===== src/ss_pkg.sv =====
package ss_pkg;

  // Bus widths
  localparam int SS_DATA_W   = 32;
  localparam int SS_ADDR_W   = 8;
  localparam int SS_REGION_W = 2;
  localparam int SS_OFFSET_W = SS_ADDR_W - SS_REGION_W;

  // One save-state address, seen as a counter or as bank select
  typedef union packed {
    logic [SS_ADDR_W-1:0] flat;
    struct packed {
      logic [SS_REGION_W-1:0] region;
      logic [SS_OFFSET_W-1:0] offset;
    } split;
  } ss_addr_u;

  // Bridge register window
  localparam logic [31:0] SS_REG_CMD       = 32'd0;
  localparam logic [31:0] SS_REG_STATUS    = 32'd4;
  localparam logic [31:0] SS_REG_SAVE_DATA = 32'd8;
  localparam logic [31:0] SS_REG_LOAD_DATA = 32'd12;

  // Command register bits
  localparam int SS_CMD_SAVE_BIT = 0;
  localparam int SS_CMD_LOAD_BIT = 1;

  // Status register bits
  localparam int SS_ST_SAVE_ACK  = 0;
  localparam int SS_ST_SAVE_BUSY = 1;
  localparam int SS_ST_SAVE_OK   = 2;
  localparam int SS_ST_SAVE_ERR  = 3;
  localparam int SS_ST_LOAD_ACK  = 4;
  localparam int SS_ST_LOAD_BUSY = 5;
  localparam int SS_ST_LOAD_OK   = 6;
  localparam int SS_ST_LOAD_ERR  = 7;

endpackage


===== src/ss_bridge_regs.sv =====
module ss_bridge_regs (
  input  logic                         clk_sys,
  input  logic                         rst_n,
  input  logic                         bridge_wr,
  input  logic                         bridge_rd,
  input  logic [31:0]                  bridge_addr,
  input  logic [31:0]                  bridge_wr_data,
  output logic [31:0]                  bridge_rd_data,
  output logic                         save_go,
  output logic                         load_go,
  input  logic [ss_pkg::SS_DATA_W-1:0] save_word,
  input  logic                         save_word_valid,
  output logic                         save_word_taken,
  output logic [ss_pkg::SS_DATA_W-1:0] load_word,
  output logic                         load_word_valid,
  input  logic                         load_word_taken,
  input  logic                         save_busy,
  input  logic                         load_busy,
  input  logic                         save_done,
  input  logic                         load_done,
  input  logic                         save_fail
);

  logic        save_ack;
  logic        save_ok;
  logic        save_err;
  logic        load_ack;
  logic        load_ok;
  logic        load_err;
  logic [31:0] status_word;
  logic        cmd_wr;
  logic        save_cmd;
  logic        load_cmd;
  logic        engines_idle;

  // Host sees words most significant nibble last
  function automatic logic [31:0] nibble_swap(input logic [31:0] w);
    logic [31:0] r;
    for (int i = 0; i < 8; i++) begin
      r[i*4 +: 4] = w[(7-i)*4 +: 4];
    end
    return r;
  endfunction

  assign cmd_wr   = bridge_wr && (bridge_addr == ss_pkg::SS_REG_CMD);
  assign save_cmd = cmd_wr && bridge_wr_data[ss_pkg::SS_CMD_SAVE_BIT];
  assign load_cmd = cmd_wr && bridge_wr_data[ss_pkg::SS_CMD_LOAD_BIT];

  // A go still in flight counts as busy
  assign engines_idle = !save_busy && !load_busy && !save_go && !load_go;

  always_comb begin
    status_word = '0;
    status_word[ss_pkg::SS_ST_SAVE_ACK]  = save_ack;
    status_word[ss_pkg::SS_ST_SAVE_BUSY] = save_busy;
    status_word[ss_pkg::SS_ST_SAVE_OK]   = save_ok;
    status_word[ss_pkg::SS_ST_SAVE_ERR]  = save_err;
    status_word[ss_pkg::SS_ST_LOAD_ACK]  = load_ack;
    status_word[ss_pkg::SS_ST_LOAD_BUSY] = load_busy;
    status_word[ss_pkg::SS_ST_LOAD_OK]   = load_ok;
    status_word[ss_pkg::SS_ST_LOAD_ERR]  = load_err;
  end

  always_ff @(posedge clk_sys or negedge rst_n) begin
    if (!rst_n) begin
      save_go  <= 1'b0;
      load_go  <= 1'b0;
      save_ack <= 1'b0;
      load_ack <= 1'b0;
      save_ok  <= 1'b0;
      save_err <= 1'b0;
      load_ok  <= 1'b0;
      load_err <= 1'b0;
    end else begin
      save_go  <= 1'b0;
      load_go  <= 1'b0;
      save_ack <= save_go;
      load_ack <= load_go;
      // Save wins when both bits are written together
      if (save_cmd) begin
        if (engines_idle) begin
          save_go  <= 1'b1;
          save_ok  <= 1'b0;
          save_err <= 1'b0;
          load_ok  <= 1'b0;
          load_err <= 1'b0;
        end else begin
          save_err <= 1'b1;
        end
      end else if (load_cmd) begin
        if (engines_idle) begin
          load_go  <= 1'b1;
          load_ok  <= 1'b0;
          load_err <= 1'b0;
          save_ok  <= 1'b0;
          save_err <= 1'b0;
        end else begin
          load_err <= 1'b1;
        end
      end
      if (save_done) save_ok <= 1'b1;
      if (save_fail) save_err <= 1'b1;
      if (load_done) load_ok <= 1'b1;
    end
  end

  // Read port and save-word handoff
  always_ff @(posedge clk_sys or negedge rst_n) begin
    if (!rst_n) begin
      bridge_rd_data  <= '0;
      save_word_taken <= 1'b0;
    end else begin
      save_word_taken <= bridge_rd && save_word_valid &&
                         (bridge_addr == ss_pkg::SS_REG_SAVE_DATA);
      if (bridge_rd) begin
        case (bridge_addr)
          ss_pkg::SS_REG_STATUS:    bridge_rd_data <= status_word;
          ss_pkg::SS_REG_SAVE_DATA: bridge_rd_data <= nibble_swap(save_word);
          ss_pkg::SS_REG_LOAD_DATA: bridge_rd_data <= nibble_swap(load_word);
          default:                  bridge_rd_data <= '0;
        endcase
      end
    end
  end

  // Load word holding register
  always_ff @(posedge clk_sys or negedge rst_n) begin
    if (!rst_n) begin
      load_word_valid <= 1'b0;
    end else if (bridge_wr && (bridge_addr == ss_pkg::SS_REG_LOAD_DATA)) begin
      load_word_valid <= 1'b1;
    end else if (load_word_taken) begin
      load_word_valid <= 1'b0;
    end
  end

  always_ff @(posedge clk_sys) begin
    if (bridge_wr && (bridge_addr == ss_pkg::SS_REG_LOAD_DATA)) begin
      load_word <= nibble_swap(bridge_wr_data);
    end
  end

endmodule


===== config.mk =====
export PLATFORM = sky130hd
export DESIGN_NAME = ss_bridge_regs
export DESIGN_NICKNAME = d
export VERILOG_FILES = /design/src/ss_pkg.sv /design/src/ss_bridge_regs.sv
export SDC_FILE = /design/constraint.sdc
export NUM_CORES = 1
export LEC_CHECK = 0
export BUFFER_PORTS_ARGS = -buffer_cell sky130_fd_sc_hd__buf_4
export CORE_ASPECT_RATIO = 0.9
export CORE_UTILIZATION = 48
export CTS_CLUSTER_DIAMETER = 120
export CTS_CLUSTER_SIZE = 12
export DETAILED_ROUTE_END_ITERATION = 10
export PLACE_DENSITY = 0.85
export SLEW_MARGIN = 20
export SYNTH_ARGS = -nofsm -noshare
export SYNTH_HDL_FRONTEND = slang
export SYNTH_SLANG_ARGS = --single-unit

===== constraint.sdc =====
create_clock -name clk_sys -period 3.6 [get_ports clk_sys]
set_input_delay 0.36 -clock clk_sys [delete_from_list [all_inputs] [get_ports clk_sys]]
set_output_delay 0.36 -clock clk_sys [all_outputs]
set_load 0.005 [all_outputs]

==> results.txt <==
The synthesis warning total came out at 0. The initial antenna violation count came out at 0. The sequential-to-total area share from yosys stat is 0.629. TritonCTS built the clock tree. On the worst path, the slowest cell contributes a delay of 0.54 ns.

The number of ports placed on the die boundary is 175. The number of fill cells in the layout is 447. Setup repair after global routing left no endpoint under its margin. Hold repair after CTS inserted 0 buffers. The run finished with clean final reports.

The area share of the largest cell type after synthesis came out at 0.329. The largest delay contributor family on the critical path is simple AND/OR/NAND/NOR gates. For the pin with the worst max-slew slack, the measured transition is 0.676 ns.

The cell that appears most often on the critical path is buf_4. The overall overflow remaining after global route is 0. The tightest slew margin relative to the limit came out at 0.548. The synthesized instance count is 236.

The worst hold path belongs to the class in -> async. TritonCTS created 9 clock buffers. Of the cells placed in the final design, the portion with a size suffix greater than 1 is 0.531. The area taken by flip-flops and latches is 0.00201 mm^2. The area growth from synthesis to layout is 47.5%. The number of endpoints failing setup at the final stage is 0. The average detailed-routed wire length per instance is 16.6 um. After detailed routing, the number of remaining DRC violations is 0.

Between clock sinks in the finished design, the worst skew comes to 0.00857 ns. The worst setup path is launched from a primary input. The die boundary width is 88.0 um. The depth of the worst register-to-register path came out at 4. The clock drives 74 sinks. The area of combinational cells with multiple inputs came out at 970 um^2. The count of final hold-check violations came out at 0. The ratio of routed vias to standard cells is 5.04. The port buffer count came out at 174. The total global routing track utilization came out at 0.246. The worst flop-to-flop path endpoint is save_ok$_DFFE_PN0P_. For this design the ratio of total power to cell area is 337 mW/mm^2. The share of total power dissipated in combinational logic is 0.100. The data required time of the worst path is 3.62 ns. The highest ir drop seen on vdd came out at 290 uV. The global-route wire length before repair came out at 12,800 um. The maximum buffer depth of the clock tree came out at 2.

The clock latency on the worst-skew pair is 0.33 ns. The total half-perimeter wirelength after legalization and detailed placement came out at 6140 um. Routability-driven placement finished with a final weighted congestion of 0.794. After clock tree synthesis, the clock-pin slew on the worst setup and hold paths is 0.07 ns. The number of buffer and inverter instances along the worst setup path came out at 2. The internal power contribution is 1240 uW. Of the total power, registers draw 0.554. The arrival time at the worst endpoint is 2.40 ns. The detailed router finished its first iteration with 136 violations. The number of core rows came out at 27. The clock tree synthesis step divided the H-tree into 3 levels.

The number of search-and-repair iterations in the first detailed-routing pass came out at 4. The die is 79.4 um tall. The accumulated negative setup slack came out at 0 ns. CTS placed an instance of clkbuf_8 at the clock tree root.

The library cell occupying the most area in the post-synthesis netlist is dfrtp_1. The minimum clock period came out at 2.38 ns. The critical path capture point type is a register. The total via count in the routed design is 2,525.

The post-detailed-routing wire length came out at 8320 um. The critical-path maximum fanout is 18. Setup slack on the worst reg-to-reg path comes out at 1.68 ns.

The detail route stage leaves a number of antenna-violating nets equal to 0. Of the total power, the share spent switching nets is 0.219. The synthesized netlist occupies a cell area of 0.00320 mm^2. The total power of the final layout is 1590 uW. The post-synthesis cell type count is 30. Tracing the worst setup path back leads to its startpoint at bridge_addr[11]. The flip-flop and latch count after synthesis is 74. The final layout net count came out at 516. The power dissipated by switching net loads came out at 348 uW.

The synthesized area per cell came out at 13.6 um^2. The number of inserted diodes came out at 0. Dividing the final minimum period by the clock period gives 0.662.

The post-synthesis net count is 343. The standby leakage power is 0.00214 uW. The effective utilization at floorplan is 0.509. The worst register-to-register path begins at save_go$_DFF_PN0_. The max-slew violation count came out at 0. Max-cap violations in this run came to 0.

The floorplan step defined a die boundary enclosing 0.00699 mm^2. The total area inside the core boundary comes to 0.00628 mm^2. The slowest stage of the critical path belongs to the cell nor2_4. Post-CTS timing repair inserted 0 buffers for setup.

The critical path goes through buf_4 > nor4_1 > nand4_1 > or2_1 > nor2_4 > buf_4. The pin count of the biggest net entering global routing is 43. The power share of the clock group came out at 0.345. The number of global-route vias before repair came out at 2,578. Ranked by total cell area, the synthesized netlist is headed by dfrtp_1 33%, edfxtp_1 30%, o22ai_2 7.8%. Gates resized during post-CTS repair numbered 0.

The achievable clock frequency came out at 0.420 GHz. The critical path is of the in -> reg type.
==> metrics by stage <==
stage	util	cell area [um^2]	cells	worst slack (ns)	hold WS (ns)
after floorplan	-	3200	236	0.514	0.0644
after global placement	0.725	4550	485	0.948	0.380
after detailed placement	0.725	4550	485	0.881	0.389
after CTS	0.751	4720	501	1.24	0.0293
after global routing	0.751	4720	501	1.04	0.0510
final	0.751	4720	501	1.22	0.0116
==> kinds of logic (layout without fill, tap and decap cells) <==
group,Yosys count,count (layout),synth area share
compound gates,49,49,0.147
buf+inv,51,229,0.0700
flops,74,74,0.629
mux,31,31,0.0998
simple gates,31,31,0.0540
==> power by group through the flow <==
| stage | Combinational, uW | Sequential, uW | Clock [uW] |
|---|---|---|---|
| 5_1_grt | 172 | 881 | 595 |
| 6_report | 160 | 881 | 549 |
| 2_1_floorplan | 50.3 | 899 | 0 |
| 3_3_place_gp | 156 | 899 | 0 |
| 4_1_cts | 161 | 881 | 562 |
| 3_5_place_dp | 161 | 899 | 0 |
==> Yosys cell counts <==
| library cell | number |
|---|---|
| o32ai_1 | 8 |
| a21o_1 | 2 |
| mux2i_1 | 24 |
| nor2_1 | 5 |
| o21a_1 | 1 |
| nor2b_1 | 1 |
| nor3_1 | 1 |
| o21ai_1 | 1 |
| nor3b_2 | 1 |
| nand4_1 | 2 |
| o22ai_2 | 20 |
| mux2_2 | 7 |
| buf_1 | 4 |
| o31ai_1 | 2 |
| or4_1 | 2 |
| nand3_1 | 3 |
| or2_1 | 1 |
| a22oi_1 | 8 |
| o221a_2 | 1 |
| o22ai_1 | 5 |
| clkbuf_1 | 5 |
| nand2_1 | 5 |
| edfxtp_1 | 32 |
| o21ai_0 | 1 |
| buf_2 | 2 |
| buf_6 | 4 |
| or3_1 | 1 |
| inv_1 | 36 |
| dfrtp_1 | 42 |
| nor4_1 | 9 |
==> cell usage in the layout, fill, tap and decap left out <==
| master | netlist | routed |
|---|---|---|
| a21o_1 | 2 | 2 |
| nand3_1 | 3 | 3 |
| o21a_1 | 1 | 1 |
| inv_1 | 36 | 36 |
| nand4_1 | 2 | 2 |
| or3_1 | 1 | 1 |
| o22ai_1 | 5 | 5 |
| nor2b_1 | 1 | 1 |
| o31ai_1 | 2 | 2 |
| or4_1 | 2 | 2 |
| nand2_1 | 5 | 5 |
| a22oi_1 | 8 | 8 |
| nor3_1 | 1 | 1 |
| dfrtp_1 | 42 | 42 |
| mux2_2 | 7 | 7 |
| edfxtp_1 | 32 | 32 |
| clkbuf_8 | 0 | 10 |
| nor2_1 | 5 | 4 |
| clkinv_2 | 0 | 3 |
| nor2_4 | 0 | 1 |
| nor4_1 | 9 | 9 |
| o32ai_1 | 8 | 8 |
| o221a_2 | 1 | 1 |
| o22ai_2 | 20 | 20 |
| mux2i_1 | 24 | 24 |
| clkbuf_1 | 5 | 3 |
| or2_1 | 1 | 1 |
| nor3b_2 | 1 | 1 |
| o21ai_1 | 1 | 1 |
| o21ai_0 | 1 | 1 |
| buf_4 | 0 | 177 |
==> state kept, by name (all words and copies together) (netlist names) <==
register         flops
save_ok              1
load_word_valid      1
save_err             1
load_ok              1
load_ack             1
load_go              1
load_word           32
save_go              1
bridge_rd_data      32
save_ack             1
load_err             1
save_word_taken      1
==> cell type report <==
class	count	area share
clock buffers	13	0.0316
multi-input cells	111	0.206
repair buffers	177	0.282
flip-flops and latches	74	0.426
clock inverters	3	0.00318
well taps	87	0.0231
inverters	36	0.0286
==> routing by layer <==
| layer | up-vias | global-route usage | routed length (um) |
|---|---|---|---|
| met3 | 13 | 0.0817 | 594 |
| met2 | 105 | 0.414 | 4250 |
| li1 | 1213 | - | - |
| met1 | 1194 | 0.302 | 3350 |
| met5 | - | 0 | 0 |
| met4 | 0 | 0.0742 | 130 |
==> worst max-delay path by stage <==
| stage | to | slack [ns] | cells past startpoint |
|---|---|---|---|
| 2_1_floorplan | load_word[0]$_DFFE_PP_ | 0.51 | 6 |
| 3_3_place_gp | load_word[17]$_DFFE_PP_ | 0.95 | 6 |
| 3_5_place_dp | load_word[17]$_DFFE_PP_ | 0.88 | 6 |
| 4_1_cts | load_word[17]$_DFFE_PP_ | 1.24 | 6 |
| 5_1_grt | load_word[9]$_DFFE_PP_ | 1.04 | 6 |
| 6_report | load_word[17]$_DFFE_PP_ | 1.22 | 6 |
Note: power is estimated with default switching activity, not from simulation.
