### src/ss_pkg.sv
package ss_pkg;

  // Bus widths
  localparam int SS_DATA_W   = 32;
  localparam int SS_ADDR_W   = 8;
  localparam int SS_REGION_W = 2;
  localparam int SS_OFFSET_W = SS_ADDR_W - SS_REGION_W;

  // One save-state address, seen as a counter or as bank select
  typedef union packed {
    logic [SS_ADDR_W-1:0] flat;
    struct packed {
      logic [SS_REGION_W-1:0] region;
      logic [SS_OFFSET_W-1:0] offset;
    } split;
  } ss_addr_u;

  // Bridge register window
  localparam logic [31:0] SS_REG_CMD       = 32'd0;
  localparam logic [31:0] SS_REG_STATUS    = 32'd4;
  localparam logic [31:0] SS_REG_SAVE_DATA = 32'd8;
  localparam logic [31:0] SS_REG_LOAD_DATA = 32'd12;

  // Command register bits
  localparam int SS_CMD_SAVE_BIT = 0;
  localparam int SS_CMD_LOAD_BIT = 1;

  // Status register bits
  localparam int SS_ST_SAVE_ACK  = 0;
  localparam int SS_ST_SAVE_BUSY = 1;
  localparam int SS_ST_SAVE_OK   = 2;
  localparam int SS_ST_SAVE_ERR  = 3;
  localparam int SS_ST_LOAD_ACK  = 4;
  localparam int SS_ST_LOAD_BUSY = 5;
  localparam int SS_ST_LOAD_OK   = 6;
  localparam int SS_ST_LOAD_ERR  = 7;

endpackage

### src/ss_save_engine.sv
module ss_save_engine #(
  parameter int SS_WORDS     = 192,
  parameter int READ_LATENCY = 10
) (
  input  logic                         clk_sys,
  input  logic                         rst_n,
  input  logic                         save_go,
  input  logic                         save_word_taken,
  input  logic                         sess_gnt,
  input  logic                         ss_ready,
  input  logic [ss_pkg::SS_DATA_W-1:0] bus_rdata,
  output logic                         sess_req,
  output logic [ss_pkg::SS_ADDR_W-1:0] bus_addr,
  output logic [ss_pkg::SS_DATA_W-1:0] save_word,
  output logic                         save_word_valid,
  output logic                         save_busy,
  output logic                         save_done,
  output logic                         save_fail
);

  localparam int LAT_W = $clog2(READ_LATENCY + 1);

  localparam logic [2:0] ST_IDLE       = 3'd0;
  localparam logic [2:0] ST_WAIT_READY = 3'd1;
  localparam logic [2:0] ST_READ       = 3'd2;
  localparam logic [2:0] ST_WAIT_TAKEN = 3'd3;
  localparam logic [2:0] ST_FINISH     = 3'd4;

  logic [2:0]       state;
  ss_pkg::ss_addr_u addr_q;
  logic [LAT_W-1:0] lat_cnt;
  logic [7:0]       ready_timer;

  assign bus_addr  = addr_q.flat;
  assign sess_req  = (state == ST_WAIT_READY) || (state == ST_READ) ||
                     (state == ST_WAIT_TAKEN);
  assign save_busy = (state != ST_IDLE);
  assign save_done = (state == ST_FINISH);

  always_ff @(posedge clk_sys or negedge rst_n) begin
    if (!rst_n) begin
      state           <= ST_IDLE;
      addr_q.flat     <= '0;
      lat_cnt         <= '0;
      ready_timer     <= '0;
      save_word_valid <= 1'b0;
      save_fail       <= 1'b0;
    end else begin
      save_fail <= 1'b0;
      case (state)
        ST_IDLE: begin
          if (save_go) begin
            addr_q.flat <= '0;
            ready_timer <= '0;
            state       <= ST_WAIT_READY;
          end
        end
        ST_WAIT_READY: begin
          if (sess_gnt && ss_ready) begin
            lat_cnt <= '0;
            state   <= ST_READ;
          end else if (ready_timer == 8'd255) begin
            // Machine never halted
            save_fail <= 1'b1;
            state     <= ST_IDLE;
          end else begin
            ready_timer <= ready_timer + 8'd1;
          end
        end
        ST_READ: begin
          if (lat_cnt == LAT_W'(READ_LATENCY)) begin
            save_word_valid <= 1'b1;
            state           <= ST_WAIT_TAKEN;
          end else begin
            lat_cnt <= lat_cnt + 1'b1;
          end
        end
        ST_WAIT_TAKEN: begin
          // Hold here until the host has read the word
          if (save_word_taken) begin
            save_word_valid <= 1'b0;
            if (addr_q.flat == ss_pkg::SS_ADDR_W'(SS_WORDS - 1)) begin
              state <= ST_FINISH;
            end else begin
              addr_q.flat <= addr_q.flat + 1'b1;
              lat_cnt     <= '0;
              state       <= ST_READ;
            end
          end
        end
        default: state <= ST_IDLE;
      endcase
    end
  end

  always_ff @(posedge clk_sys) begin
    if (state == ST_READ && lat_cnt == LAT_W'(READ_LATENCY)) begin
      save_word <= bus_rdata;
    end
  end

endmodule

### config.mk
export PLATFORM = sky130hd
export DESIGN_NAME = ss_save_engine
export DESIGN_NICKNAME = d
export VERILOG_FILES = /design/src/ss_pkg.sv /design/src/ss_save_engine.sv
export SDC_FILE = /design/constraint.sdc
export NUM_CORES = 1
export LEC_CHECK = 0
export BUFFER_PORTS_ARGS = -buffer_cell sky130_fd_sc_hd__buf_2
export CAP_MARGIN = 25
export CORE_MARGIN = 2
export CORE_UTILIZATION = 29
export DETAILED_ROUTE_END_ITERATION = 16
export MAX_ROUTING_LAYER = met4
export PLACE_DENSITY = 0.62
export SLEW_MARGIN = 5
export SYNTH_ARGS = -nofsm -noshare
export SYNTH_HDL_FRONTEND = slang
export SYNTH_SLANG_ARGS = --single-unit
### constraint.sdc
create_clock -name clk_sys -period 2.2 [get_ports clk_sys]
set_input_delay 0.44 -clock clk_sys [delete_from_list [all_inputs] [get_ports clk_sys]]
set_output_delay 0.44 -clock clk_sys [all_outputs]
set_load 0.02 [all_outputs]
==> results of run 1 <==
-- cell usage in the layout, fill, tap and decap left out, types with 2 or more instances in the layout --
cell type and instances:
o211ai_1 3, buf_4 3, nand3_1 8, o21ai_0 13, and4_1 3, a22o_1 2, bufinv_16 3, and2_1 3
o21a_1 4, dfrtp_1 25, mux2i_1 2, clkbuf_8 10, edfxtp_1 32, o31ai_1 8, ha_1 4, a21oi_1 11
a31oi_1 4, nand3b_1 2, and4b_1 2, nor2_1 6, nand2b_1 3, or3b_1 2, inv_1 6, nor2b_1 4
and3_1 5, buf_2 82, nand2_1 10, nand4_1 3
-- layer usage --
layer  global-route usage (%)  share of wire (%)  vias to the layer above
met5                        -                  0                        -
met4                     5.92                2.3                        0
met3                     4.39                 10                       12
met2                     16.8                 38                       92
met1                     15.8                 50                      818
li1                         -                  -                      896
-- worst max-delay path, cell delays in order, from the launching register on --
cell and delay, ns:
dfrtp_1 0.45, ha_1 0.28, and4_1 0.20, and4_1 0.30, or3b_1 0.42, o31ai_1 0.20
-- worst paths after layout --
kind                                     start             end  slack, ns  cells after the start
min in group clk_sys             bus_rdata[26]   save_word[26]       0.28                      1
worst min register to register  ready_timer[6]  ready_timer[6]       0.51                      1
worst max register to register  ready_timer[0]  ready_timer[7]       0.27                      5
worst min-delay path                     rst_n     bus_addr[6]       0.11                      1
worst max-delay path            ready_timer[0]  ready_timer[7]       0.27                      5
max in group asynchronous                rst_n  ready_timer[5]       1.69                      1
-- per-stage QoR --
step / instance area [sq um] / setup slack (ns)
after CTS: 3200 / 0.267
after global routing: 3200 / 0.0957
after detailed placement: 2950 / 0.267
after global placement: 2950 / 0.357
after floorplan: 2390 / 0.240
final: 3200 / 0.266
-- cell type report --
| class | instances | area [sq um] | share of cell area [%] |
|---|---|---|---|
| Sequential cell | 57 | 1590 | 49.6 |
| Multi-Input combinational cell | 117 | 759 | 23.8 |
| Timing Repair Buffer | 86 | 453 | 14.2 |
| Clock buffer | 11 | 141 | 4.42 |
| Tap cell | 105 | 131 | 4.11 |
| Clock inverter | 5 | 103 | 3.21 |
| Inverter | 6 | 22.5 | 0.705 |
-- cell families (layout without fill, tap and decap cells) --
family / count (synthesis) / in the layout / synth area share, %
AND/OR/NAND/NOR: 57 / 57 / 14.1
multiplexers: 2 / 2 / 0.838
flip-flops: 57 / 57 / 66.4
XOR/XNOR: 1 / 1 / 0.367
buffers and inverters: 11 / 108 / 1.78
adder cells (fa/ha/maj): 4 / 4 / 2.10
AO/OA/AOI/OAI: 53 / 53 / 14.4
-- power by group through the flow --
stage          combinational [W]  sequential (W)  clock, W
2_1_floorplan           0.000437         0.00150         0
3_3_place_gp            0.000766         0.00144         0
3_5_place_dp            0.000771         0.00144         0
4_1_cts                 0.000774         0.00142   0.00121
5_1_grt                 0.000865         0.00145   0.00127
6_report                0.000765         0.00143   0.00119
-- registers in the layout, indices dropped and copies added (netlist names) --
name and count:
save_word_valid 1, state 3, bus_addr 8, save_fail 1, ready_timer 8, lat_cnt 4, save_word 32
==> metrics.md, run 1 <==
| Metric | Value |
|---|---|
| I/O Pins | `slightly above 80` |
| Placed Cells | `371` |
| RSZ-0062 raised after global routing | `no` |
| Finish-stage setup viols | `0` |
| HPWL Detailed | `~3800 um` |
| Main synth FF type | `edfxtp_1` |
| Chip width | `94.8 um` |
| Initial Util | `between 20% and 30%` |
| Die ar. | `0.00898 sq mm` |
| Fillers | `783` |
| # hold bufs at CTS | `0` |
| Pleak | `roughly 1.4 nW` |
| WS Path Type | `reg -> reg` |
| H-tree levels | `3` |
| Max VDD drop | `0.000634 V` |
| Initial antenna violation count | `0` |
| Setup_tns | `0 ns` |
| Startpoint Class | `flip-flop` |
| Residual DRC count | `0` |
| Initial DRC Count | `104` |
| Synthesized Nets | `227` |
| Pwr/cell area | `1060 mW/mm^2` |
| Total chip power | `0.00338 W` |
| Mean Syn Cell Area | `approximately 13 sq um` |
| RePlAce Congestion | `just over 0.9` |
| Max-cap violations | `0` |
| Status | `completed` |
| Seq/Total Area, Yosys | `66.4%` |
| Layout Skew | `slightly below 0.008 ns` |
| Die Span Y | `94.8 um` |
| Slew HR | `between 50% and 60%` |
| Routed length per instance | `13.4 um` |
| Post-CTS sizing | `0` |
| Utilization after layout | `between 30 and 40%` |
| Most numerous cell in the Yosys netlist | `edfxtp_1` |
| First-pass GRT wire length | `8010 um` |
| Top post-synthesis cells by count | `edfxtp_1 (32), dfrtp_1 (25), o21ai_0 (13), a21oi_1 (11), nand2_1 (10)` |
| CP Capture Type | `flip-flop` |
| Clock Latency Late Sink | `0.33 ns` |
| Finished Layout Cells | `387` |
| Hold Slack | `0.107 ns` |
| Total Routed Length | `5200 um` |
| Synth Warn # | `0` |
| Worst-Margin Slew | `just over 0.6 ns` |
| Overall routing resource usage | `12.2%` |
| Vias per cell | `4.70` |
| Core Region | `0.00809 sq mm` |
| Post-DRT Antenna Nets | `0` |
| Vias | `1,818` |
| Max-slew violations | `0` |
| WP data arrival | `2.17 ns` |
| Nets | `between 300 and 400` |
| CTS Buf Count | `9` |
| Layout cell share with drive strength beyond 1 | `a little over a third` |
| Layout area overhead | `33.8%` |
| Crit path max fanout | `10` |
| Post-CTS Repair Setup Buffers | `0` |
| Combinational cell fraction of total power | `22.6%` |
| DRT Pass-1 Iters | `4` |
| Dominant cell type by area after synthesis | `edfxtp_1` |
| Worst Hold Class | `in -> async` |
| Required @ worst endpoint | `2.43 ns` |
| Netlist cell types | `41` |
| Internal power | `0.00238 W` |
| Max Clk Rate | `517 MHz` |
| Clock network power share | `35.1%` |
| Maximum clock insertion buffer count | `2` |
| Post-synth EDFFs | `32` |
| Sink Count | `57` |
| Gr ovfl total | `0` |
| Cell Area, Synth | `0.00239 sq mm` |
| Port bufs | `82` |
| Tmin final | `1.93 ns` |
| Clock root cell | `clkbuf_8` |
| Cells after synthesis | `185` |
| FP Rows | `33` |
| Period utilisation layout | `87.9%` |
| Asr flop ratio synth | `a little over two fifths` |
| # diodes | `0` |
| Switch Pwr | `0.000999 W` |
| Synth Register Bits | `57` |
| Sequential fraction of design power | `about 42%` |
| Switching share of total power | `between 20% and 30%` |
| Top-area cell type share of the netlist area | `between 40% and 50%` |
| Largest cells by area after synthesis | `edfxtp_1 (40%), dfrtp_1 (26%), o21ai_0 (2.7%)` |
| CTS tree | `done` |
| Clock transition at the registers of the reported paths | `~0.070 ns` |
| Vias in the first global route | `1,655` |
| Largest net degree at the start of global routing | `33` |
| Hold Vio Cnt, Final | `0` |
No activity file was read; power rests on OpenSTA's default activity.
==> inputs of run 2 (changes only) <==
Settings changed: CTS_CLUSTER_DIAMETER set to 30, REMOVE_ABC_BUFFERS set to 1.
==> run 2 against run 1 <==
  * Combinational power barely moved
  * Fmax decreased by 0.23%
  * Register-to-register slack hardly changed
  * Critical path depth down 1
  * Core utilization fell by 0.31 points
  * Sequential share of layout area rose by 0.39 points
  * Final area is 0.78% lower
  * Global-route usage decreased by 0.41 points
  * Count of clock-buffer cells in the layout shrank 2
  * Cell count did not move
  * Clock power decreased by 12%
  * Largest power group unchanged
  * Highest routed layer unchanged
==> metrics.md, run 2 (synthesis gave the netlist of run 1 again) <==
| Metric | Value |
|---|---|
| Startpoint Class | `flip-flop` |
| CP Capture Type | `flip-flop` |
| Most common cell after layout, fill and taps aside | `buf_2` |
| Most frequent cells in the layout | `buf_2 (82), edfxtp_1 (32), dfrtp_1 (25)` |
| Residual DRC count | `0 (unchanged)` |
| Die ar. | `0.00898 sq mm (unchanged)` |
| Most flop-heavy register | `save_word` |
| First-pass GRT wire length | `7640 um (-4.6%)` |
| Worst R2R Path Depth | `4 (-1)` |
| WL met2 | `2070 um (+5.8%)` |
| Max FFs per register | `32 (unchanged)` |
| Max-slew violations | `0 (unchanged)` |
| Reg2reg setup slack | `0.26 ns (about the same)` |
| RSZ-0062 raised after global routing | `no` |
| Pleak | `1.37 nW (-1.5%)` |
| Post-CTS sizing | `0 (unchanged)` |
| Clock transition at the registers of the reported paths | `0.07 ns (about the same)` |
| Met1 WL | `2430 um (-5.6%)` |
| WP data arrival | `2.17 ns (about the same)` |
| FP Rows | `33 (unchanged)` |
| Initial antenna violation count | `0 (unchanged)` |
| Clock Latency Late Sink | `0.32 ns (about the same)` |
| # diodes | `0 (unchanged)` |
| Initial DRC Count | `144 (+38%)` |
| # hold bufs at CTS | `0 (unchanged)` |
| CTS Buf Count | `9 (unchanged)` |
| Required @ worst endpoint | `2.43 ns (about the same)` |
| Routed length per instance | `13.2 um (-2.2%)` |
| Maximum clock insertion buffer count | `2 (unchanged)` |
| Initial Util | `29.5% (unchanged)` |
| Crit path max fanout | `13 (+3)` |
| Sink Count | `57 (unchanged)` |
| Total Routed Length | `5090 um (-2.2%)` |
| FF-to-FF End | `ready_timer[7]` |
| Period utilisation layout | `88.1% (+0.20 points)` |
| Worst-Margin Slew | `0.622 ns (+0.0115 ns)` |
| Nets | `319 (unchanged)` |
| Tmin final | `1.94 ns (+0.00446 ns)` |
| Post-CTS Repair Setup Buffers | `0 (unchanged)` |
| Max-cap violations | `0 (unchanged)` |
| Worst R2R Start | `state[1]` |
| Slowest stage delay, CP | `0.51 ns (+0.06 ns)` |
| Largest net degree at the start of global routing | `33 (unchanged)` |
| Layout cell share with drive strength beyond 1 | `36.5% (unchanged)` |
| Finish-stage setup viols | `0 (unchanged)` |
| DRT Pass-1 Iters | `7 (+3)` |
| Layout area overhead | `32.8%` |
| Port bufs | `82 (unchanged)` |
| Gr ovfl total | `0 (unchanged)` |
| Clock root cell | `clkbuf_8` |
| Crit path buf inv count | `0 (unchanged)` |
| CP dominant cell by count | `or3b_1` |
| Core Region | `0.00809 sq mm (unchanged)` |
| RePlAce Congestion | `0.889 (-3.1%)` |
| Max VDD drop | `0.000407 V (-36%)` |
| Utilization after layout | `39.2% (-0.31 points)` |
| Worst-path cell chain | `or3b_1 > a21oi_2 > or3b_1 > o31ai_1` |
| Post-DRT Antenna Nets | `0 (unchanged)` |
| HPWL Detailed | `3850 um (about the same)` |
| Vias in the first global route | `1,649 (-0.36%)` |
| CP top delay family | `simple AND/OR/NAND/NOR gates` |
| Vias per cell | `4.71 (+0.28%)` |
| CTS tree | `done` |
| Max Clk Rate | `516 MHz (-0.23%)` |
| Status | `completed` |
| Die Span Y | `94.8 um (unchanged)` |
| Worst Hold Class | `in -> async` |
| Layout Skew | `0.00890 ns (+0.00102 ns)` |
| Pwr/cell area | `1020 mW/mm^2 (-3.3%)` |
| H-tree levels | `3 (unchanged)` |
| Top sig layer | `met4` |
| WS Path Type | `reg -> reg` |
| Slowest library cell on the worst path | `dfrtp_1` |
| Slew HR | `58.3% (-0.77 points)` |
| Chip width | `94.8 um (unchanged)` |
| Routed met3 length | `500 um (-8.1%)` |
| Hold Vio Cnt, Final | `0 (unchanged)` |
| Setup_tns | `0 ns (unchanged)` |
| Fillers | `790 (+0.89%)` |
| Vias | `1,823 (+0.28%)` |
| I/O Pins | `83 (unchanged)` |
| Overall routing resource usage | `11.8% (-0.41 points)` |
[run 2: cell type report]
type | instances | area (sq um) | area share, %
sequential | 57 | 1590 | 50.0
multi-input combinational | 117 | 759 | 23.9
timing repair buffer | 86 | 453 | 14.3
tap | 105 | 131 | 4.14
clock buffer | 9 | 124 | 3.91
clock inverter | 7 | 95.1 | 3.00
inverter | 6 | 22.5 | 0.710
[run 2: metal layers]
metal	up-vias	track usage (%)
met4	0	5.92
met5	-	-
met2	98	16.6
li1	893	-
met1	826	15.0
met3	6	4.07
[run 2: how the worst max path moves through the flow]
stage | from | endpoint | cells past startpoint
floorplan | state[0] | save_word[0] | 3
global placement | state[1] | ready_timer[7] | 4
detailed placement | state[1] | ready_timer[7] | 4
CTS | state[1] | ready_timer[7] | 4
global route | ready_timer[0] | ready_timer[7] | 5
finish | state[1] | ready_timer[7] | 4
[run 2: power by group]
part	switching [W]	leakage, nW	internal, W	total, W
combinational	0.000451	0.656	0.000314	0.000765
sequential	0.000142	0.618	0.00128	0.00143
clock	0.000416	0.0991	0.000634	0.00105
[run 2: per-stage QoR]
step | area (sq um) | total power [W] | std cells | hold WS, ns | setup slack (ns)
6_report | 3170 | 0.00324 | 387 | 0.110 | 0.262
5_1_grt | 3170 | 0.00346 | 387 | 0.137 | 0.113
4_1_cts | 3170 | 0.00328 | 387 | 0.121 | 0.277
3_5_place_dp | 2950 | 0.00222 | 371 | 0.479 | 0.256
3_3_place_gp | 2950 | 0.00221 | 371 | 0.482 | 0.346
2_1_floorplan | 2370 | 0.00192 | 180 | 0.144 | 0.131
