$ cat config.mk
export PLATFORM = sky130hd
export DESIGN_NAME = ss_load_engine
export DESIGN_NICKNAME = d
export VERILOG_FILES = /design/src/ss_pkg.sv /design/src/ss_load_engine.sv
export SDC_FILE = /design/constraint.sdc
export NUM_CORES = 1
export LEC_CHECK = 0
export BUFFER_PORTS_ARGS = -buffer_cell sky130_fd_sc_hd__buf_2
export CORE_ASPECT_RATIO = 0.7
export CORE_UTILIZATION = 40
export DETAILED_ROUTE_END_ITERATION = 8
export PLACE_DENSITY_LB_ADDON = 0.15
export SYNTH_ARGS = -nofsm -noshare
export SYNTH_HDL_FRONTEND = slang
export SYNTH_SLANG_ARGS = --single-unit
$ cat constraint.sdc
create_clock -name clk_sys -period 3.3 [get_ports clk_sys]
set_input_delay 0.165 -clock clk_sys [delete_from_list [all_inputs] [get_ports clk_sys]]
set_output_delay 0.165 -clock clk_sys [all_outputs]
set_load 0.01 [all_outputs]
$ cat src/ss_pkg.sv
package ss_pkg;

  // Bus widths
  localparam int SS_DATA_W   = 32;
  localparam int SS_ADDR_W   = 8;
  localparam int SS_REGION_W = 2;
  localparam int SS_OFFSET_W = SS_ADDR_W - SS_REGION_W;

  // One save-state address, seen as a counter or as bank select
  typedef union packed {
    logic [SS_ADDR_W-1:0] flat;
    struct packed {
      logic [SS_REGION_W-1:0] region;
      logic [SS_OFFSET_W-1:0] offset;
    } split;
  } ss_addr_u;

  // Bridge register window
  localparam logic [31:0] SS_REG_CMD       = 32'd0;
  localparam logic [31:0] SS_REG_STATUS    = 32'd4;
  localparam logic [31:0] SS_REG_SAVE_DATA = 32'd8;
  localparam logic [31:0] SS_REG_LOAD_DATA = 32'd12;

  // Command register bits
  localparam int SS_CMD_SAVE_BIT = 0;
  localparam int SS_CMD_LOAD_BIT = 1;

  // Status register bits
  localparam int SS_ST_SAVE_ACK  = 0;
  localparam int SS_ST_SAVE_BUSY = 1;
  localparam int SS_ST_SAVE_OK   = 2;
  localparam int SS_ST_SAVE_ERR  = 3;
  localparam int SS_ST_LOAD_ACK  = 4;
  localparam int SS_ST_LOAD_BUSY = 5;
  localparam int SS_ST_LOAD_OK   = 6;
  localparam int SS_ST_LOAD_ERR  = 7;

endpackage

$ cat src/ss_load_engine.sv
module ss_load_engine #(
  parameter int SS_WORDS = 192
) (
  input  logic                         clk_sys,
  input  logic                         rst_n,
  input  logic                         load_go,
  input  logic [ss_pkg::SS_DATA_W-1:0] load_word,
  input  logic                         load_word_valid,
  input  logic                         sess_gnt,
  input  logic                         ss_ready,
  output logic                         sess_req,
  output logic [ss_pkg::SS_ADDR_W-1:0] bus_addr,
  output logic [ss_pkg::SS_DATA_W-1:0] bus_wdata,
  output logic                         bus_wren,
  output logic                         load_word_taken,
  output logic                         load_busy,
  output logic                         load_done
);

  localparam logic [2:0] ST_IDLE       = 3'd0;
  localparam logic [2:0] ST_WAIT_READY = 3'd1;
  localparam logic [2:0] ST_WAIT_WORD  = 3'd2;
  localparam logic [2:0] ST_WRITE      = 3'd3;
  localparam logic [2:0] ST_FINISH     = 3'd4;

  logic [2:0]       state;
  ss_pkg::ss_addr_u addr_q;

  assign bus_addr        = addr_q.flat;
  assign sess_req        = (state == ST_WAIT_READY) || (state == ST_WAIT_WORD) ||
                           (state == ST_WRITE);
  // Word is written and released in the same cycle
  assign bus_wren        = (state == ST_WRITE);
  assign load_word_taken = (state == ST_WRITE);
  assign load_busy       = (state != ST_IDLE);
  assign load_done       = (state == ST_FINISH);

  always_ff @(posedge clk_sys or negedge rst_n) begin
    if (!rst_n) begin
      state       <= ST_IDLE;
      addr_q.flat <= '0;
    end else begin
      case (state)
        ST_IDLE: begin
          if (load_go) begin
            addr_q.flat <= '0;
            state       <= ST_WAIT_READY;
          end
        end
        ST_WAIT_READY: begin
          if (sess_gnt && ss_ready) state <= ST_WAIT_WORD;
        end
        ST_WAIT_WORD: begin
          if (load_word_valid) state <= ST_WRITE;
        end
        ST_WRITE: begin
          if (addr_q.flat == ss_pkg::SS_ADDR_W'(SS_WORDS - 1)) begin
            state <= ST_FINISH;
          end else begin
            addr_q.flat <= addr_q.flat + 1'b1;
            state       <= ST_WAIT_WORD;
          end
        end
        default: state <= ST_IDLE;
      endcase
    end
  end

  always_ff @(posedge clk_sys) begin
    if (state == ST_WAIT_WORD && load_word_valid) begin
      bus_wdata <= load_word;
    end
  end

endmodule

==> results.cfg, run 1 <==
[final_layout]
fin_util_pct = 58.8
fin_cells = 243
multi_input_area_um2 = 353
drive_gt1_share_pct = 49.2
nFillCells = 322
regArea_um2 = 1240
design_area_um2 = 2170
n_antenna_cell = 0
area_growth_pct = 33.5
final_nets = 231

[sta]
hold_viol_final = 0
fin_crit_sh_pct = 49.3
worstMarginPinSlew_ns = 0.392
period_needed_ns = 1.63
max_freq_ghz = 0.615
final-setup-viol-count = 0
tns_ns = 0
drv_slew = 0
grt_setup_unrepaired = false
finalClockSkew_ns = 0.00734
slew_headroom_pct = 73.9

[logic_synthesis]
synthFlopType = edfxtp_1
syn-num-nets = 144
synth-seq-cells = 43
syn_area_um2 = 1630
synthTopCellsByCount = edfxtp_1 (32), dfrtp_1 (11), nand2_1 (9)
synth_most_common_cell = edfxtp_1
yosysTopAreaCellShare_pct = 59.1
synth_top_cell_by_area = edfxtp_1
synth.avg_cell_area_um2 = 15.5
yosysWarningCount = 0
synthTopCellsByArea = edfxtp_1 (59%), dfrtp_1 (17%), a21oi_1 (2.5%)
netlist_instances = 105
synth_edf_count = 32
synth.distinct_cells = 30
async_reset_ff_share_pct = 25.6
synth_seq_area_share_pct = 76.0

[drt]
drtAntennaViolNets = 0
drc = 0
wl_mm = 3.31
vias = 1154
wire_per_inst_um = 13.6
first_iter_violations = 63
drt_pass1_iterations = 4
vias_per_cell = 4.75

[global_routing]
grt_pass1_vias = 1103
grt_max_degree = 33
grt_first_pass_wirelength_mm = 5.23
grt-ovfl-total = 0
antenna_found_initial = 0
grt.total_usage_pct = 16.4

[worst_setup_path]
end_kind = flip-flop
cp.required_ns = 3.46
start_kind = flip-flop
crit_fanout = 5
critPathKind = flip-flop to flip-flop
arrival_ns = 1.79

[clocking]
cts.sinks = 43
cts_buffers = 5
cts_tree = done
clk_latency_ns = 0.28
cts_max_level = 2
clk_path_buf_depth = 2
clk_pin_slew_ns = 0.08
root_buffer = clkbuf_8

[run_status]
status = finished clean

[floorplanning]
core_um2 = 3690
chipWidth_um = 78.2
rows = 18
fp.dieH_um = 55.4
start_util_pct = 44.0
pin_count = 83
dieArea_um2 = 4330

[job]
drv_cap = 0

[place]
place.gp.congestion = 0.844
placed_cell_area_um2 = 2080
dp.cells = 234
dp_hpwl_mm = 2.50
port_buffers = 82

[hold_path]
hold_path_class = input pin to flip-flop

[pwr]
peakVddDrop_uv = 361
p_leak_nw = 0.969
finalPower_mw = 1.22
p_per_area_nw_per_um2 = 564
## stage by stage
| step | hold WS (ns) | setup slack, ns |
|---|---|---|
| after detailed placement | 0.0480 | 1.70 |
| final | 0.0533 | 1.67 |
| after global placement | 0.0512 | 1.81 |
| after floorplan | -0.131 | 0.0495 |
| after CTS | 0.0438 | 1.68 |
| after global routing | 0.0375 | 1.57 |
## routing by layer
layer / track usage, % / up-vias / part of all wire [%]
met4: 6.61 / 0 / 0.85
met1: 22.1 / 526 / 44
met5: 0 / - / 0
met2: 22.8 / 64 / 45
li1: - / 562 / -
met3: 7.77 / 2 / 11
## cell type report
| cell class | count | share of cell area, % |
|---|---|---|
| multi-input cells | 55 | 16.3 |
| well taps | 50 | 2.88 |
| clock buffers | 6 | 3.34 |
| inverters | 3 | 0.519 |
| clock inverters | 2 | 0.346 |
| repair buffers | 84 | 19.7 |
| flip-flops and latches | 43 | 56.9 |
## cells by family (layout without fill, tap and decap cells)
group / Yosys count / count (layout) / share of synthesized area, %
DFF: 43 / 43 / 76.0
and+or+nand+nor: 33 / 33 / 12.2
AOI/OAI and AO/OA: 20 / 20 / 7.46
buffers and inverters: 7 / 95 / 2.61
adders and majority gates: 1 / 1 / 0.769
muxes: 1 / 1 / 0.923
## where the power goes
part | switching [mW] | internal (mW) | leakage [nW]
Clock | 0.155 | 0.144 | 0.0403
Sequential | 0.0429 | 0.652 | 0.447
Combinational | 0.130 | 0.101 | 0.482
Total | 0.327 | 0.898 | 0.969
## flip-flops by register name, indices dropped and copies added (netlist names)
| signal | count |
|---|---|
| state | 3 |
| bus_wdata | 32 |
| bus_addr | 8 |
## final timing paths
path                                from       endpoint  slack, ns  depth (start not counted)
min                        load_word[18]  bus_wdata[18]       0.05                          1
min reg2reg                  bus_addr[6]    bus_addr[6]       0.53                          1
max in group asynchronous          rst_n    bus_addr[1]       2.78                          2
min in group asynchronous          rst_n       state[0]       0.30                          2
max reg2reg                  bus_addr[0]    bus_addr[0]       1.67                          5
max                          bus_addr[0]    bus_addr[0]       1.67                          5
## what timing repair did
| action | 4_1_cts | 5_1_grt |
|---|---|---|
| gates resized for setup | 0 | 0 |
| setup buffers | 0 | 0 |
| hold buffers | 1 | 0 |
| setup endpoints to repair | 0 | 0 |
| hold endpoints to repair | 11 | 0 |
## critical path: stages (launching register included)
cell and delay, ns:
dfrtp_1 0.41, ha_1 0.24, and4_1 0.29, and2_1 0.22, nor2_1 0.08, mux2_4 0.27
## layout by cell type (no fill, tap or decap), types with 2 or more instances in the layout
cell	instances
nor2_1	7
edfxtp_1	32
nand2_1	9
inv_1	2
and3_1	2
clkbuf_8	5
buf_2	82
a41oi_1	2
nand2b_1	2
dfrtp_1	11
o21ai_0	4
clkinv_1	2
a21oi_1	8
nor3_1	3
and2_1	2
a31oi_1	2
Power figures use the tool's default switching activity.
==> run 2: changes to the inputs <==
Settings changed: ABC_AREA from default to 1, CORE_UTILIZATION 40 to 44.
Clock period 3.3 ns to 1.5 ns, I/O delays scaled along.
==> results.cfg, run 2 <==
[hold_path]
hold_path_class = input pin to flip-flop

[sta]
fin_crit_sh_pct = 92.1
period_needed_ns = 1.38
tns_ns = 0
max_freq_ghz = 0.724
hold_viol_final = 0
slew_headroom_pct = 82.3
worstMarginPinSlew_ns = 0.265
drv_slew = 0
final-setup-viol-count = 0
grt_setup_unrepaired = false
fin_hold_ws_ns = 0.0630
finalClockSkew_ns = 0.00456

[final_layout]
nFillCells = 262
n_antenna_cell = 0
largest_register = bus_wdata
layout_common_cells = buf_2 (82), dlygate4sd3_1 (33), edfxtp_1 (32)
largest_reg_flops = 32
drive_gt1_share_pct = 42.3
design_area_um2 = 2560
final_common_cell = buf_2
area_growth_pct = 56.5
final_nets = 286

[worst_setup_path]
crit_fanout = 32
critPathBufInv = 1
cp_slowest_cell = dfrtp_1
cp_slowest_stage_delay_ns = 0.46
critPathTopFamily = flip-flops
cp.required_ns = 1.49
arrival_ns = 1.37
crit_chain = nor2_2 > nand2_2 > nor2_4 > buf_12
end_kind = flip-flop
start_kind = flip-flop
critPathKind = flip-flop to flip-flop

[floorplanning]
fp.dieH_um = 53.0
chipWidth_um = 74.9
core_um2 = 3540
dieArea_um2 = 3970
pin_count = 83
rows = 18
start_util_pct = 46.3

[pwr]
swShare_pct = 34.9
power.internal_mw = 2.43
p_per_area_nw_per_um2 = 1460
pwr-share-clk_pct = 18.5
comb_power_share_pct = 33.9
peakVddDrop_uv = 813
pwr-share-seq_pct = 47.7
p_leak_nw = 1.17
switching_power_mw = 1.31
finalPower_mw = 3.74

[place]
port_buffers = 82
placed_cell_area_um2 = 2130
dp_hpwl_mm = 2.45
place.gp.congestion = 0.780

[clocking]
clk_latency_ns = 0.28
clk_path_buf_depth = 2
clk_pin_slew_ns = 0.08
root_buffer = clkbuf_8
cts.sinks = 43
cts_tree = done
cts_buffers = 5
cts_max_level = 2

[drt]
wire_per_inst_um = 13.5
drtAntennaViolNets = 0
drc = 0
vias = 1315
vias_per_cell = 4.41
first_iter_violations = 35
wl_mm = 4.01
drt_pass1_iterations = 4

[global_routing]
antenna_found_initial = 0
grt-ovfl-total = 0
grt_first_pass_wirelength_mm = 5.91
grt_pass1_vias = 1310
grt_max_degree = 33
grt.total_usage_pct = 21.2

[logic_synthesis]
netlist_instances = 123
synth-seq-cells = 43
syn-num-nets = 162
synth_top_cell_by_area = edfxtp_1
synthTopCellsByArea = edfxtp_1 (59%), dfrtp_1 (17%), nand2_1 (7.1%)
synthFlopType = edfxtp_1
syn_area_um2 = 1640
synth_seq_area_share_pct = 75.5
yosysTopAreaCellShare_pct = 58.7
yosysWarningCount = 0
synth.avg_cell_area_um2 = 13.3
synth_most_common_cell = edfxtp_1
synth.distinct_cells = 23
async_reset_ff_share_pct = 25.6
synthTopCellsByCount = edfxtp_1 (32), nand2_1 (31), dfrtp_1 (11), inv_1 (11)
synth_edf_count = 32

[run_status]
status = finished clean

[job]
drv_cap = 0
-- run 2: power by group through the flow --
stage,clock network (mW),logic (mW),registers (mW)
2_1_floorplan,0,0.580,1.89
3_3_place_gp,0,1.12,1.78
3_5_place_dp,0,1.16,1.80
4_1_cts,0.693,1.22,1.78
5_1_grt,0.736,1.42,1.82
6_report,0.690,1.27,1.78
-- run 2: per-stage QoR --
step                setup WS, ns  std cells  util, %
CTS                       0.0868        296     72.0
finish                     0.118        298     72.5
global route              0.0487        298     72.5
detailed placement        0.0980        255     60.3
global placement           0.143        255     60.3
floorplan                -0.0516        123        -
-- run 2: cell families (layout without fill, tap and decap cells) --
kind of cell,after synthesis,after routing,share of synthesized area (%)
buffers and inverters,14,139,3.51
flip-flops,43,43,75.5
adder cells (fa/ha/maj),1,1,0.764
AND/OR/NAND/NOR,56,56,16.8
AO/OA/AOI/OAI,7,7,2.37
XOR/XNOR,2,2,1.07
-- run 2: area by class of cell --
class / count / area (um^2) / area share (%)
tap: 50 / 62.6 / 2.44
sequential: 43 / 1240 / 48.2
clock inverter: 1 / 5.00 / 0.195
multi-input combinational: 66 / 357 / 13.9
timing repair buffer: 118 / 776 / 30.3
inverter: 13 / 50.0 / 1.95
clock buffer: 7 / 76.3 / 2.98
-- run 2: timing repair --
action	CTS	global route
endpoints found under the hold margin	43	0
buffers inserted	0	2
endpoints found under the setup margin	0	4
hold buffers	33	0
resized for setup	0	1
-- run 2: path summary, 6_finish.rpt --
| kind | from | endpoint | slack [ns] | cells past startpoint |
|---|---|---|---|---|
| worst max-delay path | state[0] | bus_wdata[18] | 0.12 | 4 |
| worst min-delay path | load_word_valid | state[1] | 0.06 | 4 |
| worst max register to register | state[0] | bus_wdata[18] | 0.12 | 4 |
| worst min register to register | bus_addr[1] | bus_addr[1] | 0.54 | 2 |
| max in group asynchronous | rst_n | bus_addr[2] | 1.10 | 2 |
| min in group asynchronous | rst_n | bus_addr[5] | 0.19 | 2 |
-- run 2: metal layers --
metal | vias up | track usage [%] | routed length [um]
li1 | 663 | - | -
met1 | 593 | 23.2 | 1630
met2 | 55 | 39.0 | 2040
met3 | 4 | 7.24 | 310
met4 | 0 | 6.29 | 29
met5 | - | 0 | 0
-- run 2: worst min-delay path, delay by kind of cell --
kind / cells / cell delay, ns
AND/OR/NAND/NOR: 2 / 0.10
buffers and inverters: 2 / 0.14
==> run 3: changes to the inputs <==
Settings changed: REMOVE_ABC_BUFFERS from default to 1.
==> results.cfg, run 3 (synthesis gave the netlist of run 2 again) <==
[worst_setup_path]
arrival_ns = 1.54
cp_slowest_stage_delay_ns = 0.41
crit_fanout = 4
critPathKind = flip-flop to flip-flop
critPathTopFamily = simple AND/OR/NAND/NOR gates
cp_slowest_cell = dfrtp_1
end_kind = flip-flop
critPathBufInv = 0
crit_chain = ha_1 > nand2_1 > nor2_4 > or2_2 > o21ai_0 > o21ai_1
cp.required_ns = 1.68
start_kind = flip-flop

[final_layout]
final_nets = 287
largest_reg_flops = 32
n_antenna_cell = 0
area_growth_pct = 55.8
drive_gt1_share_pct = 42.2
final_common_cell = buf_2
fin_cells = 299
multi_input_area_um2 = 347
layout_common_cells = buf_2 (82), dlygate4sd3_1 (33), edfxtp_1 (32)
regArea_um2 = 1240
largest_register = bus_wdata
nFillCells = 245

[job]
drv_cap = 0

[floorplanning]
fp.dieH_um = 53.0
rows = 18
core_um2 = 3540
start_util_pct = 46.3
dieArea_um2 = 3970
chipWidth_um = 74.9
pin_count = 83

[sta]
slew_headroom_pct = 82.0
period_needed_ns = 1.36
finalClockSkew_ns = 0.00506
grt_setup_unrepaired = false
final-setup-viol-count = 0
hold_viol_final = 0
worstMarginPinSlew_ns = 0.270
fin_hold_ws_ns = 0.0452
fin_crit_sh_pct = 90.5
drv_slew = 0
max_freq_ghz = 0.737

[drt]
drt_pass1_iterations = 4
wl_mm = 3.96
drtAntennaViolNets = 0
vias_per_cell = 4.44
wire_per_inst_um = 13.3
vias = 1327
drc = 0
first_iter_violations = 39

[pwr]
pwr-share-clk_pct = 19.3
peakVddDrop_uv = 825
p_per_area_nw_per_um2 = 1460
switching_power_mw = 1.31
swShare_pct = 35.1
pwr-share-seq_pct = 47.2
finalPower_mw = 3.73
power.internal_mw = 2.42
p_leak_nw = 1.17
comb_power_share_pct = 33.5

[clocking]
root_buffer = clkbuf_8
cts.sinks = 43
clk_latency_ns = 0.29
clk_pin_slew_ns = 0.08
cts_buffers = 5
clk_path_buf_depth = 2
cts_tree = done
cts_max_level = 2

[place]
place.gp.congestion = 0.774
dp.cells = 258
port_buffers = 82
dp_hpwl_mm = 2.52

[global_routing]
grt.total_usage_pct = 20.8
antenna_found_initial = 0
grt-ovfl-total = 0
grt_first_pass_wirelength_mm = 5.68
grt_pass1_vias = 1238
grt_max_degree = 18

[hold_path]
hold_path_class = input pin to flip-flop

[run_status]
status = finished clean
==> run 3: cell types whose count changed in the layout (fill, tap and decap cells not counted), sizes merged <==
cell      previous run  this run
clkinvlp             0         1
buf                 85        86
clkbuf               7         6
==> run 3: worst paths after layout <==
| check | start | endpoint | slack [ns] | cells past startpoint |
|---|---|---|---|---|
| worst max-delay path | bus_addr[1] | bus_addr[4] | 0.14 | 6 |
| worst min-delay path | load_word_valid | state[1] | 0.05 | 4 |
| worst max register to register | bus_addr[1] | bus_addr[4] | 0.14 | 6 |
| worst min register to register | bus_addr[1] | bus_addr[1] | 0.54 | 2 |
| max in group asynchronous | rst_n | bus_addr[4] | 1.10 | 2 |
| min in group asynchronous | rst_n | state[1] | 0.18 | 2 |
==> run 3: power groups by stage <==
stage,Combinational [mW],Clock [mW],Sequential [mW]
4_1_cts,1.25,0.724,1.75
6_report,1.25,0.718,1.76
3_3_place_gp,1.15,0,1.76
3_5_place_dp,1.18,0,1.78
2_1_floorplan,0.544,0,1.90
5_1_grt,1.40,0.776,1.79
==> run 3: timing repair <==
item / CTS / global route
buffers inserted: 0 / 0
gates resized for setup: 0 / 0
hold buffers: 33 / 0
endpoints found under the hold margin: 43 / 0
==> run 3: metal layers <==
layer | track usage, % | share of wire [%] | vias to the layer above | wire length, um
met4 | 8.49 | 1.1 | 0 | 44
met3 | 6.67 | 8.5 | 7 | 335
li1 | - | - | 663 | -
met5 | 0 | 0 | - | 0
met2 | 36.0 | 48 | 58 | 1910
met1 | 23.9 | 42 | 599 | 1680
==> run 3: per-stage QoR <==
| stage | area (um^2) | setup WS, ns | setup TNS, ns | util, % |
|---|---|---|---|---|
| 2_1_floorplan | 1630 | -0.923 | -29.55 | - |
| 4_1_cts | 2550 | 0.141 | 0 | 72.2 |
| 6_report | 2550 | 0.143 | 0 | 72.2 |
| 5_1_grt | 2550 | 0.0448 | 0 | 72.2 |
| 3_3_place_gp | 2140 | 0.188 | 0 | 60.4 |
| 3_5_place_dp | 2140 | 0.145 | 0 | 60.4 |
==> run 3: layout make-up <==
class                   instances  share of cell area, %
multi-input cells              66                   13.6
repair buffers                119                   30.2
clock inverters                 2                  0.490
inverters                      13                   1.96
flip-flops and latches         43                   48.5
clock buffers                   6                   2.84
well taps                      50                   2.45
==> run 3: worst reg2reg max path: cells and delay by family (launching register included) <==
kind / cells / cell delay (ns)
and+or+nand+nor: 3 / 0.49
AOI/OAI and AO/OA: 2 / 0.16
adders and majority gates: 1 / 0.20
DFF: 1 / 0.41
